File: config.mk
export PLATFORM = sky130hd
export DESIGN_NAME = exec_top
export DESIGN_NICKNAME = d
export VERILOG_FILES = /design/src/design/exec_pkg.sv /design/src/design/exec_top.sv /design/src/design/writeback_regfile.sv /design/src/design/issue_stage.sv /design/src/design/execute_stage.sv /design/src/design/operand_forward.sv /design/src/design/alu_unit.sv
export SDC_FILE = /design/constraint.sdc
export NUM_CORES = 2
export LEC_CHECK = 0
export BUFFER_PORTS_ARGS = -buffer_cell sky130_fd_sc_hd__buf_4
export CAP_MARGIN = 40
export CORE_MARGIN = 5
export CORE_UTILIZATION = 45
export DETAILED_ROUTE_END_ITERATION = 6
export PLACE_DENSITY = 0.61
export SYNTH_ARGS = -nofsm -noshare
export SYNTH_HDL_FRONTEND = slang
export SYNTH_SLANG_ARGS = --single-unit
File: constraint.sdc
create_clock -name clk -period 15.1 [get_ports clk]
set_input_delay 1.51 -clock clk [delete_from_list [all_inputs] [get_ports clk]]
set_output_delay 1.51 -clock clk [all_outputs]
set_load 0.03 [all_outputs]
File: src/design/exec_pkg.sv
package exec_pkg;

  //////////////////////////////////////////////////
  // Widths and sizes
  //////////////////////////////////////////////////

  // Data word width
  localparam int data_w = 32;
  // Register address width
  localparam int reg_addr_w = 5;
  // Register count, x0 hardwired to zero
  localparam int num_regs = 32;
  // Shift amount taken from low bits of operand b
  localparam int shamt_w = $clog2(data_w);

  typedef logic [data_w-1:0]     data_t;
  typedef logic [reg_addr_w-1:0] reg_addr_t;

  //////////////////////////////////////////////////
  // Opcodes and write conditions
  //////////////////////////////////////////////////

  // ALU operations
  typedef enum logic [3:0] {
    op_add,
    op_sub,
    op_and,
    op_or,
    op_xor,
    op_sll,
    op_srl,
    op_sra,
    op_slt,
    op_sltu,
    op_lui
  } alu_op_e;

  // Condition gating the register write
  typedef enum logic [1:0] {
    cond_always,
    cond_eq,
    cond_ne,
    cond_lt
  } cond_e;

endpackage
File: src/design/exec_top.sv
`timescale 1ns/10ps

module exec_top import exec_pkg::*;
(
  input  logic      clk,
  input  logic      rst_n,
  input  logic      in_valid,
  input  alu_op_e   in_op,
  input  cond_e     in_cond,
  input  reg_addr_t in_rs1,
  input  reg_addr_t in_rs2,
  input  reg_addr_t in_rd,
  input  data_t     in_imm,
  input  logic      in_use_imm,
  input  logic      in_regwrite,
  input  logic      hold,
  input  reg_addr_t dbg_addr,
  output logic      in_ready,
  output logic      res_valid,
  output reg_addr_t res_rd,
  output data_t     res_data,
  output logic      res_written,
  output data_t     dbg_data
);

  // Register file read port
  reg_addr_t rf_rs1_addr;
  reg_addr_t rf_rs2_addr;
  data_t     rf_rs1_data;
  data_t     rf_rs2_data;
  // Issue register
  logic      iss_valid;
  alu_op_e   iss_op;
  cond_e     iss_cond;
  reg_addr_t iss_rs1;
  reg_addr_t iss_rs2;
  reg_addr_t iss_rd;
  data_t     iss_imm;
  logic      iss_use_imm;
  logic      iss_regwrite;
  data_t     iss_rs1_data;
  data_t     iss_rs2_data;
  // Execute register, also the file write port
  logic      ex_valid;
  logic      ex_we;
  reg_addr_t ex_rd;
  data_t     ex_data;
  // Last write for forwarding
  logic      wb_we;
  reg_addr_t wb_rd;
  data_t     wb_data;

  //////////////////////////////////////////////////
  // Stages
  //////////////////////////////////////////////////

  // Issue bypass sees the write landing on the same edge
  issue_stage u_issue
  (
    .clk          (clk),
    .rst_n        (rst_n),
    .hold         (hold),
    .in_valid     (in_valid),
    .in_op        (in_op),
    .in_cond      (in_cond),
    .in_rs1       (in_rs1),
    .in_rs2       (in_rs2),
    .in_rd        (in_rd),
    .in_imm       (in_imm),
    .in_use_imm   (in_use_imm),
    .in_regwrite  (in_regwrite),
    .rf_rs1_data  (rf_rs1_data),
    .rf_rs2_data  (rf_rs2_data),
    .wb_we        (ex_we),
    .wb_rd        (ex_rd),
    .wb_data      (ex_data),
    .in_ready     (in_ready),
    .rf_rs1_addr  (rf_rs1_addr),
    .rf_rs2_addr  (rf_rs2_addr),
    .iss_valid    (iss_valid),
    .iss_op       (iss_op),
    .iss_cond     (iss_cond),
    .iss_rs1      (iss_rs1),
    .iss_rs2      (iss_rs2),
    .iss_rd       (iss_rd),
    .iss_imm      (iss_imm),
    .iss_use_imm  (iss_use_imm),
    .iss_regwrite (iss_regwrite),
    .iss_rs1_data (iss_rs1_data),
    .iss_rs2_data (iss_rs2_data)
  );

  execute_stage u_execute
  (
    .clk          (clk),
    .rst_n        (rst_n),
    .hold         (hold),
    .iss_valid    (iss_valid),
    .iss_op       (iss_op),
    .iss_cond     (iss_cond),
    .iss_rs1      (iss_rs1),
    .iss_rs2      (iss_rs2),
    .iss_rd       (iss_rd),
    .iss_imm      (iss_imm),
    .iss_use_imm  (iss_use_imm),
    .iss_regwrite (iss_regwrite),
    .iss_rs1_data (iss_rs1_data),
    .iss_rs2_data (iss_rs2_data),
    .wb_we        (wb_we),
    .wb_rd        (wb_rd),
    .wb_data      (wb_data),
    .ex_valid     (ex_valid),
    .ex_we        (ex_we),
    .ex_rd        (ex_rd),
    .ex_data      (ex_data)
  );

  writeback_regfile u_writeback
  (
    .clk          (clk),
    .rst_n        (rst_n),
    .hold         (hold),
    .ex_valid     (ex_valid),
    .ex_we        (ex_we),
    .ex_rd        (ex_rd),
    .ex_data      (ex_data),
    .rf_rs1_addr  (rf_rs1_addr),
    .rf_rs2_addr  (rf_rs2_addr),
    .dbg_addr     (dbg_addr),
    .rf_rs1_data  (rf_rs1_data),
    .rf_rs2_data  (rf_rs2_data),
    .dbg_data     (dbg_data),
    .wb_we        (wb_we),
    .wb_rd        (wb_rd),
    .wb_data      (wb_data),
    .res_valid    (res_valid),
    .res_rd       (res_rd),
    .res_data     (res_data),
    .res_written  (res_written)
  );

endmodule

File: src/design/writeback_regfile.sv
`timescale 1ns/10ps

module writeback_regfile import exec_pkg::*;
(
  input  logic      clk,
  input  logic      rst_n,
  input  logic      hold,
  input  logic      ex_valid,
  input  logic      ex_we,
  input  reg_addr_t ex_rd,
  input  data_t     ex_data,
  input  reg_addr_t rf_rs1_addr,
  input  reg_addr_t rf_rs2_addr,
  input  reg_addr_t dbg_addr,
  output data_t     rf_rs1_data,
  output data_t     rf_rs2_data,
  output data_t     dbg_data,
  output logic      wb_we,
  output reg_addr_t wb_rd,
  output data_t     wb_data,
  output logic      res_valid,
  output reg_addr_t res_rd,
  output data_t     res_data,
  output logic      res_written
);

  // Register storage, x0 stays zero
  data_t regs [num_regs];

  //////////////////////////////////////////////////
  // Register file
  //////////////////////////////////////////////////

  always_ff @(posedge clk or negedge rst_n)
  begin
    if (!rst_n)
    begin
      for (int i = 0; i < num_regs; i++)
        regs[i] <= '0;
    end
    else if (ex_we && !hold && (ex_rd != '0))
    begin
      regs[ex_rd] <= ex_data;
    end
  end

  // Combinational read ports
  assign rf_rs1_data = regs[rf_rs1_addr];
  assign rf_rs2_data = regs[rf_rs2_addr];
  assign dbg_data    = regs[dbg_addr];

  //////////////////////////////////////////////////
  // Retire and last-write registers
  //////////////////////////////////////////////////

  always_ff @(posedge clk or negedge rst_n)
  begin
    if (!rst_n)
    begin
      wb_we       <= 1'b0;
      res_valid   <= 1'b0;
      res_rd      <= '0;
      res_data    <= '0;
      res_written <= 1'b0;
    end
    else if (!hold)
    begin
      wb_we       <= ex_we;
      res_valid   <= ex_valid;
      res_rd      <= ex_rd;
      res_data    <= ex_data;
      res_written <= ex_we;
    end
  end

  // Forwarding copy of the last write
  always_ff @(posedge clk)
  begin
    if (!hold)
    begin
      wb_rd   <= ex_rd;
      wb_data <= ex_data;
    end
  end

endmodule

File: src/design/issue_stage.sv
`timescale 1ns/10ps

module issue_stage import exec_pkg::*;
(
  input  logic      clk,
  input  logic      rst_n,
  input  logic      hold,
  input  logic      in_valid,
  input  alu_op_e   in_op,
  input  cond_e     in_cond,
  input  reg_addr_t in_rs1,
  input  reg_addr_t in_rs2,
  input  reg_addr_t in_rd,
  input  data_t     in_imm,
  input  logic      in_use_imm,
  input  logic      in_regwrite,
  input  data_t     rf_rs1_data,
  input  data_t     rf_rs2_data,
  input  logic      wb_we,
  input  reg_addr_t wb_rd,
  input  data_t     wb_data,
  output logic      in_ready,
  output reg_addr_t rf_rs1_addr,
  output reg_addr_t rf_rs2_addr,
  output logic      iss_valid,
  output alu_op_e   iss_op,
  output cond_e     iss_cond,
  output reg_addr_t iss_rs1,
  output reg_addr_t iss_rs2,
  output reg_addr_t iss_rd,
  output data_t     iss_imm,
  output logic      iss_use_imm,
  output logic      iss_regwrite,
  output data_t     iss_rs1_data,
  output data_t     iss_rs2_data
);

  logic  accept;
  // Operands after same-edge write bypass
  data_t rs1_val;
  data_t rs2_val;

  assign in_ready    = !hold;
  assign accept      = in_valid && in_ready;
  // Read addresses straight from the incoming instruction
  assign rf_rs1_addr = in_rs1;
  assign rf_rs2_addr = in_rs2;

  // Write on this edge wins over the stale file value
  assign rs1_val = (wb_we && (wb_rd == in_rs1) && (in_rs1 != '0)) ? wb_data : rf_rs1_data;
  assign rs2_val = (wb_we && (wb_rd == in_rs2) && (in_rs2 != '0)) ? wb_data : rf_rs2_data;

  //////////////////////////////////////////////////
  // Issue register
  //////////////////////////////////////////////////

  // Empty slot clears valid
  always_ff @(posedge clk or negedge rst_n)
  begin
    if (!rst_n)
      iss_valid <= 1'b0;
    else if (!hold)
      iss_valid <= in_valid;
  end

  // Fields loaded only on acceptance
  always_ff @(posedge clk)
  begin
    if (accept)
    begin
      iss_op       <= in_op;
      iss_cond     <= in_cond;
      iss_rs1      <= in_rs1;
      iss_rs2      <= in_rs2;
      iss_rd       <= in_rd;
      iss_imm      <= in_imm;
      iss_use_imm  <= in_use_imm;
      iss_regwrite <= in_regwrite;
      iss_rs1_data <= rs1_val;
      iss_rs2_data <= rs2_val;
    end
  end

endmodule

File: src/design/execute_stage.sv
`timescale 1ns/10ps

module execute_stage import exec_pkg::*;
(
  input  logic      clk,
  input  logic      rst_n,
  input  logic      hold,
  input  logic      iss_valid,
  input  alu_op_e   iss_op,
  input  cond_e     iss_cond,
  input  reg_addr_t iss_rs1,
  input  reg_addr_t iss_rs2,
  input  reg_addr_t iss_rd,
  input  data_t     iss_imm,
  input  logic      iss_use_imm,
  input  logic      iss_regwrite,
  input  data_t     iss_rs1_data,
  input  data_t     iss_rs2_data,
  input  logic      wb_we,
  input  reg_addr_t wb_rd,
  input  data_t     wb_data,
  output logic      ex_valid,
  output logic      ex_we,
  output reg_addr_t ex_rd,
  output data_t     ex_data
);

  // Forwarded operands
  data_t fw_rs1;
  data_t fw_rs2;
  data_t alu_b;
  // ALU outputs
  data_t alu_result;
  logic  cond_true;
  // Write enable for the instruction in issue
  logic  next_we;

  operand_forward u_forward
  (
    .iss_rs1      (iss_rs1),
    .iss_rs2      (iss_rs2),
    .iss_rs1_data (iss_rs1_data),
    .iss_rs2_data (iss_rs2_data),
    .iss_imm      (iss_imm),
    .iss_use_imm  (iss_use_imm),
    .ex_we        (ex_we),
    .ex_rd        (ex_rd),
    .ex_data      (ex_data),
    .wb_we        (wb_we),
    .wb_rd        (wb_rd),
    .wb_data      (wb_data),
    .fw_rs1       (fw_rs1),
    .fw_rs2       (fw_rs2),
    .alu_b        (alu_b)
  );

  alu_unit u_alu
  (
    .a         (fw_rs1),
    .b         (alu_b),
    .cmp_a     (fw_rs1),
    .cmp_b     (fw_rs2),
    .op        (iss_op),
    .cond      (iss_cond),
    .result    (alu_result),
    .cond_true (cond_true)
  );

  //////////////////////////////////////////////////
  // Execute register
  //////////////////////////////////////////////////

  // Compare-gated write, x0 filtered here
  assign next_we = iss_valid && iss_regwrite && cond_true && (iss_rd != '0);

  always_ff @(posedge clk or negedge rst_n)
  begin
    if (!rst_n)
    begin
      ex_valid <= 1'b0;
      ex_we    <= 1'b0;
    end
    else if (!hold)
    begin
      ex_valid <= iss_valid;
      ex_we    <= next_we;
    end
  end

  // Payload follows the control flops
  always_ff @(posedge clk)
  begin
    if (!hold)
    begin
      ex_rd   <= iss_rd;
      ex_data <= alu_result;
    end
  end

endmodule

File: src/design/operand_forward.sv
`timescale 1ns/10ps

module operand_forward import exec_pkg::*;
(
  input  reg_addr_t iss_rs1,
  input  reg_addr_t iss_rs2,
  input  data_t     iss_rs1_data,
  input  data_t     iss_rs2_data,
  input  data_t     iss_imm,
  input  logic      iss_use_imm,
  input  logic      ex_we,
  input  reg_addr_t ex_rd,
  input  data_t     ex_data,
  input  logic      wb_we,
  input  reg_addr_t wb_rd,
  input  data_t     wb_data,
  output data_t     fw_rs1,
  output data_t     fw_rs2,
  output data_t     alu_b
);

  // Hit flags per source and per younger destination
  logic ex_hit_rs1;
  logic ex_hit_rs2;
  logic wb_hit_rs1;
  logic wb_hit_rs2;

  //////////////////////////////////////////////////
  // Hazard detection
  //////////////////////////////////////////////////

  // x0 never matches
  assign ex_hit_rs1 = ex_we && (ex_rd == iss_rs1) && (iss_rs1 != '0);
  assign ex_hit_rs2 = ex_we && (ex_rd == iss_rs2) && (iss_rs2 != '0);
  assign wb_hit_rs1 = wb_we && (wb_rd == iss_rs1) && (iss_rs1 != '0);
  assign wb_hit_rs2 = wb_we && (wb_rd == iss_rs2) && (iss_rs2 != '0);

  //////////////////////////////////////////////////
  // Operand select
  //////////////////////////////////////////////////

  // Newest value first, then last write, then issue copy
  assign fw_rs1 = ex_hit_rs1 ? ex_data :
                  wb_hit_rs1 ? wb_data :
                               iss_rs1_data;

  assign fw_rs2 = ex_hit_rs2 ? ex_data :
                  wb_hit_rs2 ? wb_data :
                               iss_rs2_data;

  // Second ALU operand
  assign alu_b = iss_use_imm ? iss_imm : fw_rs2;

endmodule

File: src/design/alu_unit.sv
`timescale 1ns/10ps

module alu_unit import exec_pkg::*;
(
  input  data_t   a,
  input  data_t   b,
  input  data_t   cmp_a,
  input  data_t   cmp_b,
  input  alu_op_e op,
  input  cond_e   cond,
  output data_t   result,
  output logic    cond_true
);

  // Shift amount
  logic [shamt_w-1:0] shamt;
  // Compare flags for set-less-than
  logic               lt_signed;
  logic               lt_unsigned;

  assign shamt       = b[shamt_w-1:0];
  assign lt_signed   = $signed(a) < $signed(b);
  assign lt_unsigned = a < b;

  //////////////////////////////////////////////////
  // Result mux
  //////////////////////////////////////////////////

  always_comb
  begin
    result = '0;
    case (op)
      op_add:  result = a + b;
      op_sub:  result = a - b;
      op_and:  result = a & b;
      op_or:   result = a | b;
      op_xor:  result = a ^ b;
      op_sll:  result = a << shamt;
      op_srl:  result = a >> shamt;
      // Arithmetic shift keeps the sign bit
      op_sra:  result = data_t'($signed(a) >>> shamt);
      op_slt:  result[0] = lt_signed;
      op_sltu: result[0] = lt_unsigned;
      // Immediate arrives on b
      op_lui:  result = b;
      default: result = '0;
    endcase
  end

  //////////////////////////////////////////////////
  // Write condition
  //////////////////////////////////////////////////

  // Register operands only, immediate never involved
  always_comb
  begin
    cond_true = 1'b1;
    case (cond)
      cond_always: cond_true = 1'b1;
      cond_eq:     cond_true = (cmp_a == cmp_b);
      cond_ne:     cond_true = (cmp_a != cmp_b);
      // Signed less-than
      cond_lt:     cond_true = ($signed(cmp_a) < $signed(cmp_b));
      default:     cond_true = 1'b1;
    endcase
  end

endmodule

### Word level (Yosys, flattened, before mapping)

Cells that the tools add are included.

| word-level totals | value |
|---|---|
| bits of input ports | 64 |
| memories kept | 0 |
| bits in registers | 1,259 |
| output and inout bits | 72 |
| word-level logic and storage cells | 144 |
| ROM bits | 0 |
| bits in latches | 0 |
| bits in writable memories | 0 |

| cells by class | value |
|---|---|
| $add $sub $neg | 2 |
| multipliers | 0 |
| bitwise operators | 7 |
| shifts and indexed selects | 3 |
| reduce and logical (&&, ||, !) cells | 28 |
| $lt $le $gt $ge | 8 |
| divide/modulo/power cells | 0 |
| multiplexer cells | 22 |
| equal/unequal tests | 21 |

Operators with widths:

| operator | count |
|---|---|
| $bwmux 1024 | 1 |
| $bmux 32 s5 | 3 |
| $mux 32 | 14 |
| $pmux 31 s9 | 1 |
| $demux 32 s5 | 1 |
| $lt 32x32->1 | 3 |
| $add 32x32->32 | 1 |
| $and 32x32->32 | 1 |
| $eq 32x32->1 | 1 |
| $ne 32x32->1 | 1 |
| $or 32x32->32 | 1 |
| $shl 32x5->32 | 1 |
| $shr 32x5->32 | 1 |
| $sshr 32x5->32 | 1 |
| $sub 32x32->32 | 1 |
| $xor 32x32->32 | 1 |
| $eq 5x5->1 | 6 |
| $reduce_bool 5->1 | 6 |
| $ge 6x6->1 const B | 4 |
| $not 5->6 | 4 |
| $logic_and 1x1->1 | 19 |
| $eq 4x3->1 const B | 4 |
| $eq 4x4->1 const B | 3 |
| $pmux 1 s11 | 1 |
| 9 further kinds | 11 |

### Logic depth before layout (Yosys ltp)

| logic depth | value |
|---|---|
| word-level depth | 9 |
| depth in mapped cells | 24 |
| gate-level depth less buffers | 20 |

### Cells and area by module

A second synthesis with hierarchy kept.

| unflattened totals | value |
|---|---|
| cell total of the unflattened synthesis | 8,014 |
| area, all modules | 84,467.3 µm² |

By module, submodules not included:

| module | area each (µm²) | seq. area each (µm²) | cells an instance | times used |
|---|---|---|---|---|
| writeback_regfile | 66,779.0 | 27,711.6 | 5,889 | 1 |
| alu_unit | 9,415.3 | 0.0 | 1,486 | 1 |
| issue_stage | 4,662.0 | 3,598.5 | 223 | 1 |
| operand_forward | 2,409.8 | 0.0 | 371 | 1 |
| execute_stage | 1,201.2 | 1,161.1 | 45 | 1 |

### Worst setup path after synthesis

No wires, ideal clock.

| path | value |
|---|---|
| path kind | input to register |
| start point | input port hold |
| end point | register u_issue.iss_cond[0], enable pin |
| stages on the path | 2 |
| setup slack | 7,540 ps |
| library setup time | 612 ps |
| required time | 14,488 ps |
| arrival | 6,947 ps |
| buffers on the path | 1 |
| cells stage by stage | clkbuf_1 -> nor2b_1 |

| on the way | value |
|---|---|
| word-level cells in the longest chain between the ends | 2 |

Ends and longest elaborated chain:

| element | line | text |
|---|---|---|
| from (decl) | exec_top.sv:16 | `input logic hold,` |
| $logic_not 1->1 | issue_stage.sv:43 | `assign in_ready = !hold;` |
| $logic_and 1x1->1 | issue_stage.sv:44 | `assign accept = in_valid && in_ready;` |
| via u_issue.accept | issue_stage.sv:38 | `logic accept;` |
| to (signal assigned) | issue_stage.sv:72 | `iss_cond <= in_cond;` |
| to (decl) | issue_stage.sv:27 | `output cond_e iss_cond,` |

The timed path passes the listed nets, and every way through them passes these cells.
A chain may end at the register's enable or synchronous reset.

### Worst setup path after layout

| path | value |
|---|---|
| start point | register u_execute.ex_rd[3] |
| end point | register u_execute.ex_data[28] (data pin) |

| on the way | value |
|---|---|
| word-level cells in the longest chain between the ends | 7 |
| elaborated cells on any way between the ends | 18 |
| those cells by class | add/sub (2); eq/ne (2); shift (3); mux (4); bitwise (3); reduce/logical (4) |

Ends and longest elaborated chain:

| element | line | text |
|---|---|---|
| from (decl) | execute_stage.sv:24 | `output reg_addr_t ex_rd,` |
| from (signal assigned) | execute_stage.sv:95 | `ex_rd <= iss_rd;` |
| $eq 5x5->1 | operand_forward.sv:34 | `assign ex_hit_rs2 = ex_we && (ex_rd == iss_rs2) && (iss_rs2 != '0);` |
| $logic_and 1x1->1 (2 in a row) | operand_forward.sv:34 |  |
| $mux 32 | operand_forward.sv:47 | `assign fw_rs2 = ex_hit_rs2 ? ex_data :` |
| $mux 32 | operand_forward.sv:52 | `assign alu_b = iss_use_imm ? iss_imm : fw_rs2;` |
| $sub 32x32->32, or another cell as far along | alu_unit.sv:34 | `op_sub: result = a - b;` |
| $pmux 31 s9 (*) | alu_unit.sv:32 | `case (op)` |
| to (signal assigned) | execute_stage.sv:96 | `ex_data <= alu_result;` |
| to (decl) | execute_stage.sv:25 | `output data_t ex_data` |

Every way passes the cells marked *; elsewhere a longest branch is shown, timed or not.

==> run summary <==
Status - finished, final reports clean
Core Area - 0.181 mm^2
Full die area - 0.190 mm^2
First-pass GRT wire length - 412000 um
Syn avg cell area - 13.6 um^2
Ys flop type - dfrtp_1
Initial DRT Pass Iterations - 7
Final Critical Period - 7.07 ns
Final setup violation count - 0
Top-area cell type share of the netlist area - 32.7%
GRT Overall Usage - 29.5%
Count of buffers from port buffering - 135
Number of global-route vias before repair - 57400
Hold_ws - 0.414 ns
CP Buf/Inv Count - 7
Post-CTS sizing - 0
Worst slack, placed - 8.15 ns
Slew HR - 31.4%
Num rows - 156
Design Area, Final - 0.0908 mm^2
Mapped Nets - 6179
RSZ-0062 raised after global routing - no
Hold Vio Cnt, Final - 0
Layout cells sized above 1 - 44.3%
Final nets - 6053
Setup TNS - 0 ns
Filler cell count - 15300
Worst path required time - 15.67 ns
Seq/Total Area, Yosys - 39.8%
Number of setup buffers added after CTS - 0
R2R cell count - 25
Final cell count without fillers - 8357
Hold Path Class - register to register
Final ANT Viol Nets - 0
Final HPWL DP - 179000 um
Cell Area, Placed - 0.0859 mm^2
Hold Buf Count CTS - 0
#FFs+latches synth - 1259
Initial antenna violation count - 8
Placed insts - 8085
H-tree Lvls - 4
R2r startpoint - u_execute.ex_rd[3]
Critical Path Source - u_execute.ex_rd[3]
CTS buffer count - 145
Hold Crit Start - u_writeback.regs[1011]
Slowest cell delay on critical path - 0.66 ns
Slew @ Worst Pin - 1.03 ns
Synth async-reset ratio - 84.7%
Total grt overflow - 0
CP startpoint kind - register
Worst path slowest cell - o31ai_1
Pins Over Slew Limit - 0
Synth top cells by count - dfrtp_1 (1066), mux2_2 (1001), mux4_2 (969)
EDFF count, synth - 193
Largest net degree at the start of global routing - 162
P&R area growth vs syn - 11.4%
Netlist cell types - 99
WL per Instance - 33.8 um
Worst path depth - 25
Clock Pin Slew Worst Setup and Hold Paths - 0.07 ns
Max Cap Viol - 0
Via count - 57600
Residual DRC - 0
Synth warnings - 0
Clock Latency Late Sink - 0.82 ns
Multi-input logic area - 0.0463 mm^2
Crit path capture type - register
CTS tree - done
Max Fclk - 142 MHz
Final setup margin - 8.03 ns
Peak VDD IR - 0.122 mV
Area occupied by registers - 0.0325 mm^2
Gpl congestion - 1.02
Setup CP Type - register to register
TritonCTS Sinks - 1259
Die W - 436 um
Final wirelength - 282000 um
Leakage - 38.5 nW
Cell Area, Synth - 0.0815 mm^2
Dominant cells by area after synthesis - dfrtp_1 (33%), mux4_2 (27%), mux2_2 (14%), edfxtp_1 (7.1%), mux2i_1 (2.4%)
Critical Path AT - 7.64 ns
Initial DRC count - 6570
Worst hold path depth - 0
Power per Cell Area - 99.9 mW/mm^2
Die height - 436 um
Final period utilization - 46.8%
CP dominant cell by count - buf_4
Vias per cell - 6.89
Most frequent cell after synthesis - dfrtp_1
Crit path max fanout - 64
Delay-heaviest family, CP - compound AO/OA/AOI/OAI gates
Mapped Cells - 5989
Clock Skews - 0.0326 ns
Longest Clk Path Bufs - 3
Clk root buf - clkbuf_16
Synth area leader - dfrtp_1
IO Pins - 136
Starting Density - 45.2%
==> logic make-up after synthesis <==
| kind of cell | count (synthesis) | share of synthesized area [%] |
|---|---|---|
| adders and majority gates | 128 | 1.97 |
| and+or+nand+nor | 759 | 4.23 |
| buffers and inverters | 783 | 3.72 |
| DFF | 1259 | 39.8 |
| AOI/OAI and AO/OA | 826 | 6.50 |
| muxes | 2167 | 43.0 |
| xor gates and xnor gates | 67 | 0.720 |
==> routing by layer <==
metal	GRT usage (%)	part of all wire, %	routed length [um]	up-vias
met3	6.98	9.6	27100	794
met1	40.1	39	111000	30400
met5	0	0.015	41	-
met2	45.0	45	128000	3104
met4	13.7	5.6	15800	6
li1	-	-	-	23300
==> worst reg2reg max path, cell delays in order (launching register included) <==
cell and delay (ns):
edfxtp_1 0.36, buf_4 0.20, xnor2_1 0.26, nand4_1 0.24, nor2_4 0.12, buf_4 0.51
o311a_4 0.47, nor2_4 0.04, buf_4 0.31, inv_2 0.09, buf_4 0.50, ha_1 0.33
inv_1 0.09, fa_1 0.45, o21bai_1 0.15, a21oi_1 0.12, o21ai_1 0.25, a31oi_1 0.16
buf_4 0.19, o311a_1 0.36, o31ai_1 0.66, a211oi_1 0.18, o21ai_0 0.20, o211ai_1 0.12
xnor2_1 0.17, a211o_1 0.30
==> report_power, final <==
group	internal (mW)	total (mW)	leakage [nW]	switching [mW]
clock network	2.10	3.61	2.39	1.51
logic	0.681	1.63	19.5	0.952
registers	3.65	3.82	16.6	0.175
total	6.43	9.07	38.5	2.64
==> final timing paths <==
| kind | to | slack (ns) |
|---|---|---|
| setup / recovery | u_execute.ex_data[28] | 8.03 |
| hold / removal | u_writeback.regs[1011] | 0.41 |
| setup reg to reg | u_execute.ex_data[28] | 8.03 |
| hold reg to reg | u_writeback.regs[1011] | 0.41 |
| max in group asynchronous | u_writeback.regs[974] | 11.65 |
| min in group asynchronous | u_writeback.regs[856] | 0.69 |
==> area by class of cell <==
| class | instances | share of cell area [%] |
|---|---|---|
| Multi-Input combinational cell | 3947 | 51.0 |
| Sequential cell | 1259 | 35.8 |
| Clock buffer | 215 | 4.85 |
| Timing Repair Buffer | 371 | 3.95 |
| Tap cell | 2370 | 3.27 |
| Inverter | 139 | 0.578 |
| Clock inverter | 53 | 0.555 |
| Antenna cell | 3 | 0.00827 |
==> stage by stage <==
| step | power (mW) | utilization, % |
|---|---|---|
| after global routing | 9.38 | 50.3 |
| final | 9.07 | 50.3 |
| after detailed placement | 5.49 | 47.6 |
| after CTS | 9.11 | 50.3 |
| after floorplan | 4.90 | - |
| after global placement | 5.45 | 46.9 |
==> registers in the layout, summed over array words and instances, names as in the netlist, 32 cells and up <==
signal / count
u_issue.iss_imm: 32
u_writeback.res_data: 32
u_writeback.regs: 1024
u_execute.ex_data: 32
u_issue.iss_rs1_data: 32
u_writeback.wb_data: 32
u_issue.iss_rs2_data: 32
==> layout by cell type, fill, tap and decap left out, types with 12 or more instances in the layout <==
master / n
mux4_2: 969
dfrtp_1: 1066
clkbuf_16: 155
a221o_1: 17
mux2i_1: 196
xnor2_1: 60
o22ai_1: 21
edfxtp_1: 193
buf_4: 305
buf_16: 32
nor2_4: 19
a21oi_1: 142
nand3_1: 100
o21ai_0: 281
a211oi_1: 18
mux2_2: 1001
nand2_1: 287
a221oi_1: 20
or3_1: 13
o211ai_1: 29
o31ai_1: 14
clkbuf_8: 30
o21ai_1: 35
clkbuf_1: 30
ha_1: 125
a31oi_1: 44
o21bai_1: 22
and3_1: 15
o221ai_1: 21
nor3_1: 58
nor2_1: 147
inv_1: 129
a21o_1: 34
clkinv_2: 21
nor2b_1: 13
a211o_1: 12
nand4_1: 16
o2111ai_1: 12
buf_2: 12
(Power assumes the default switching activity.)
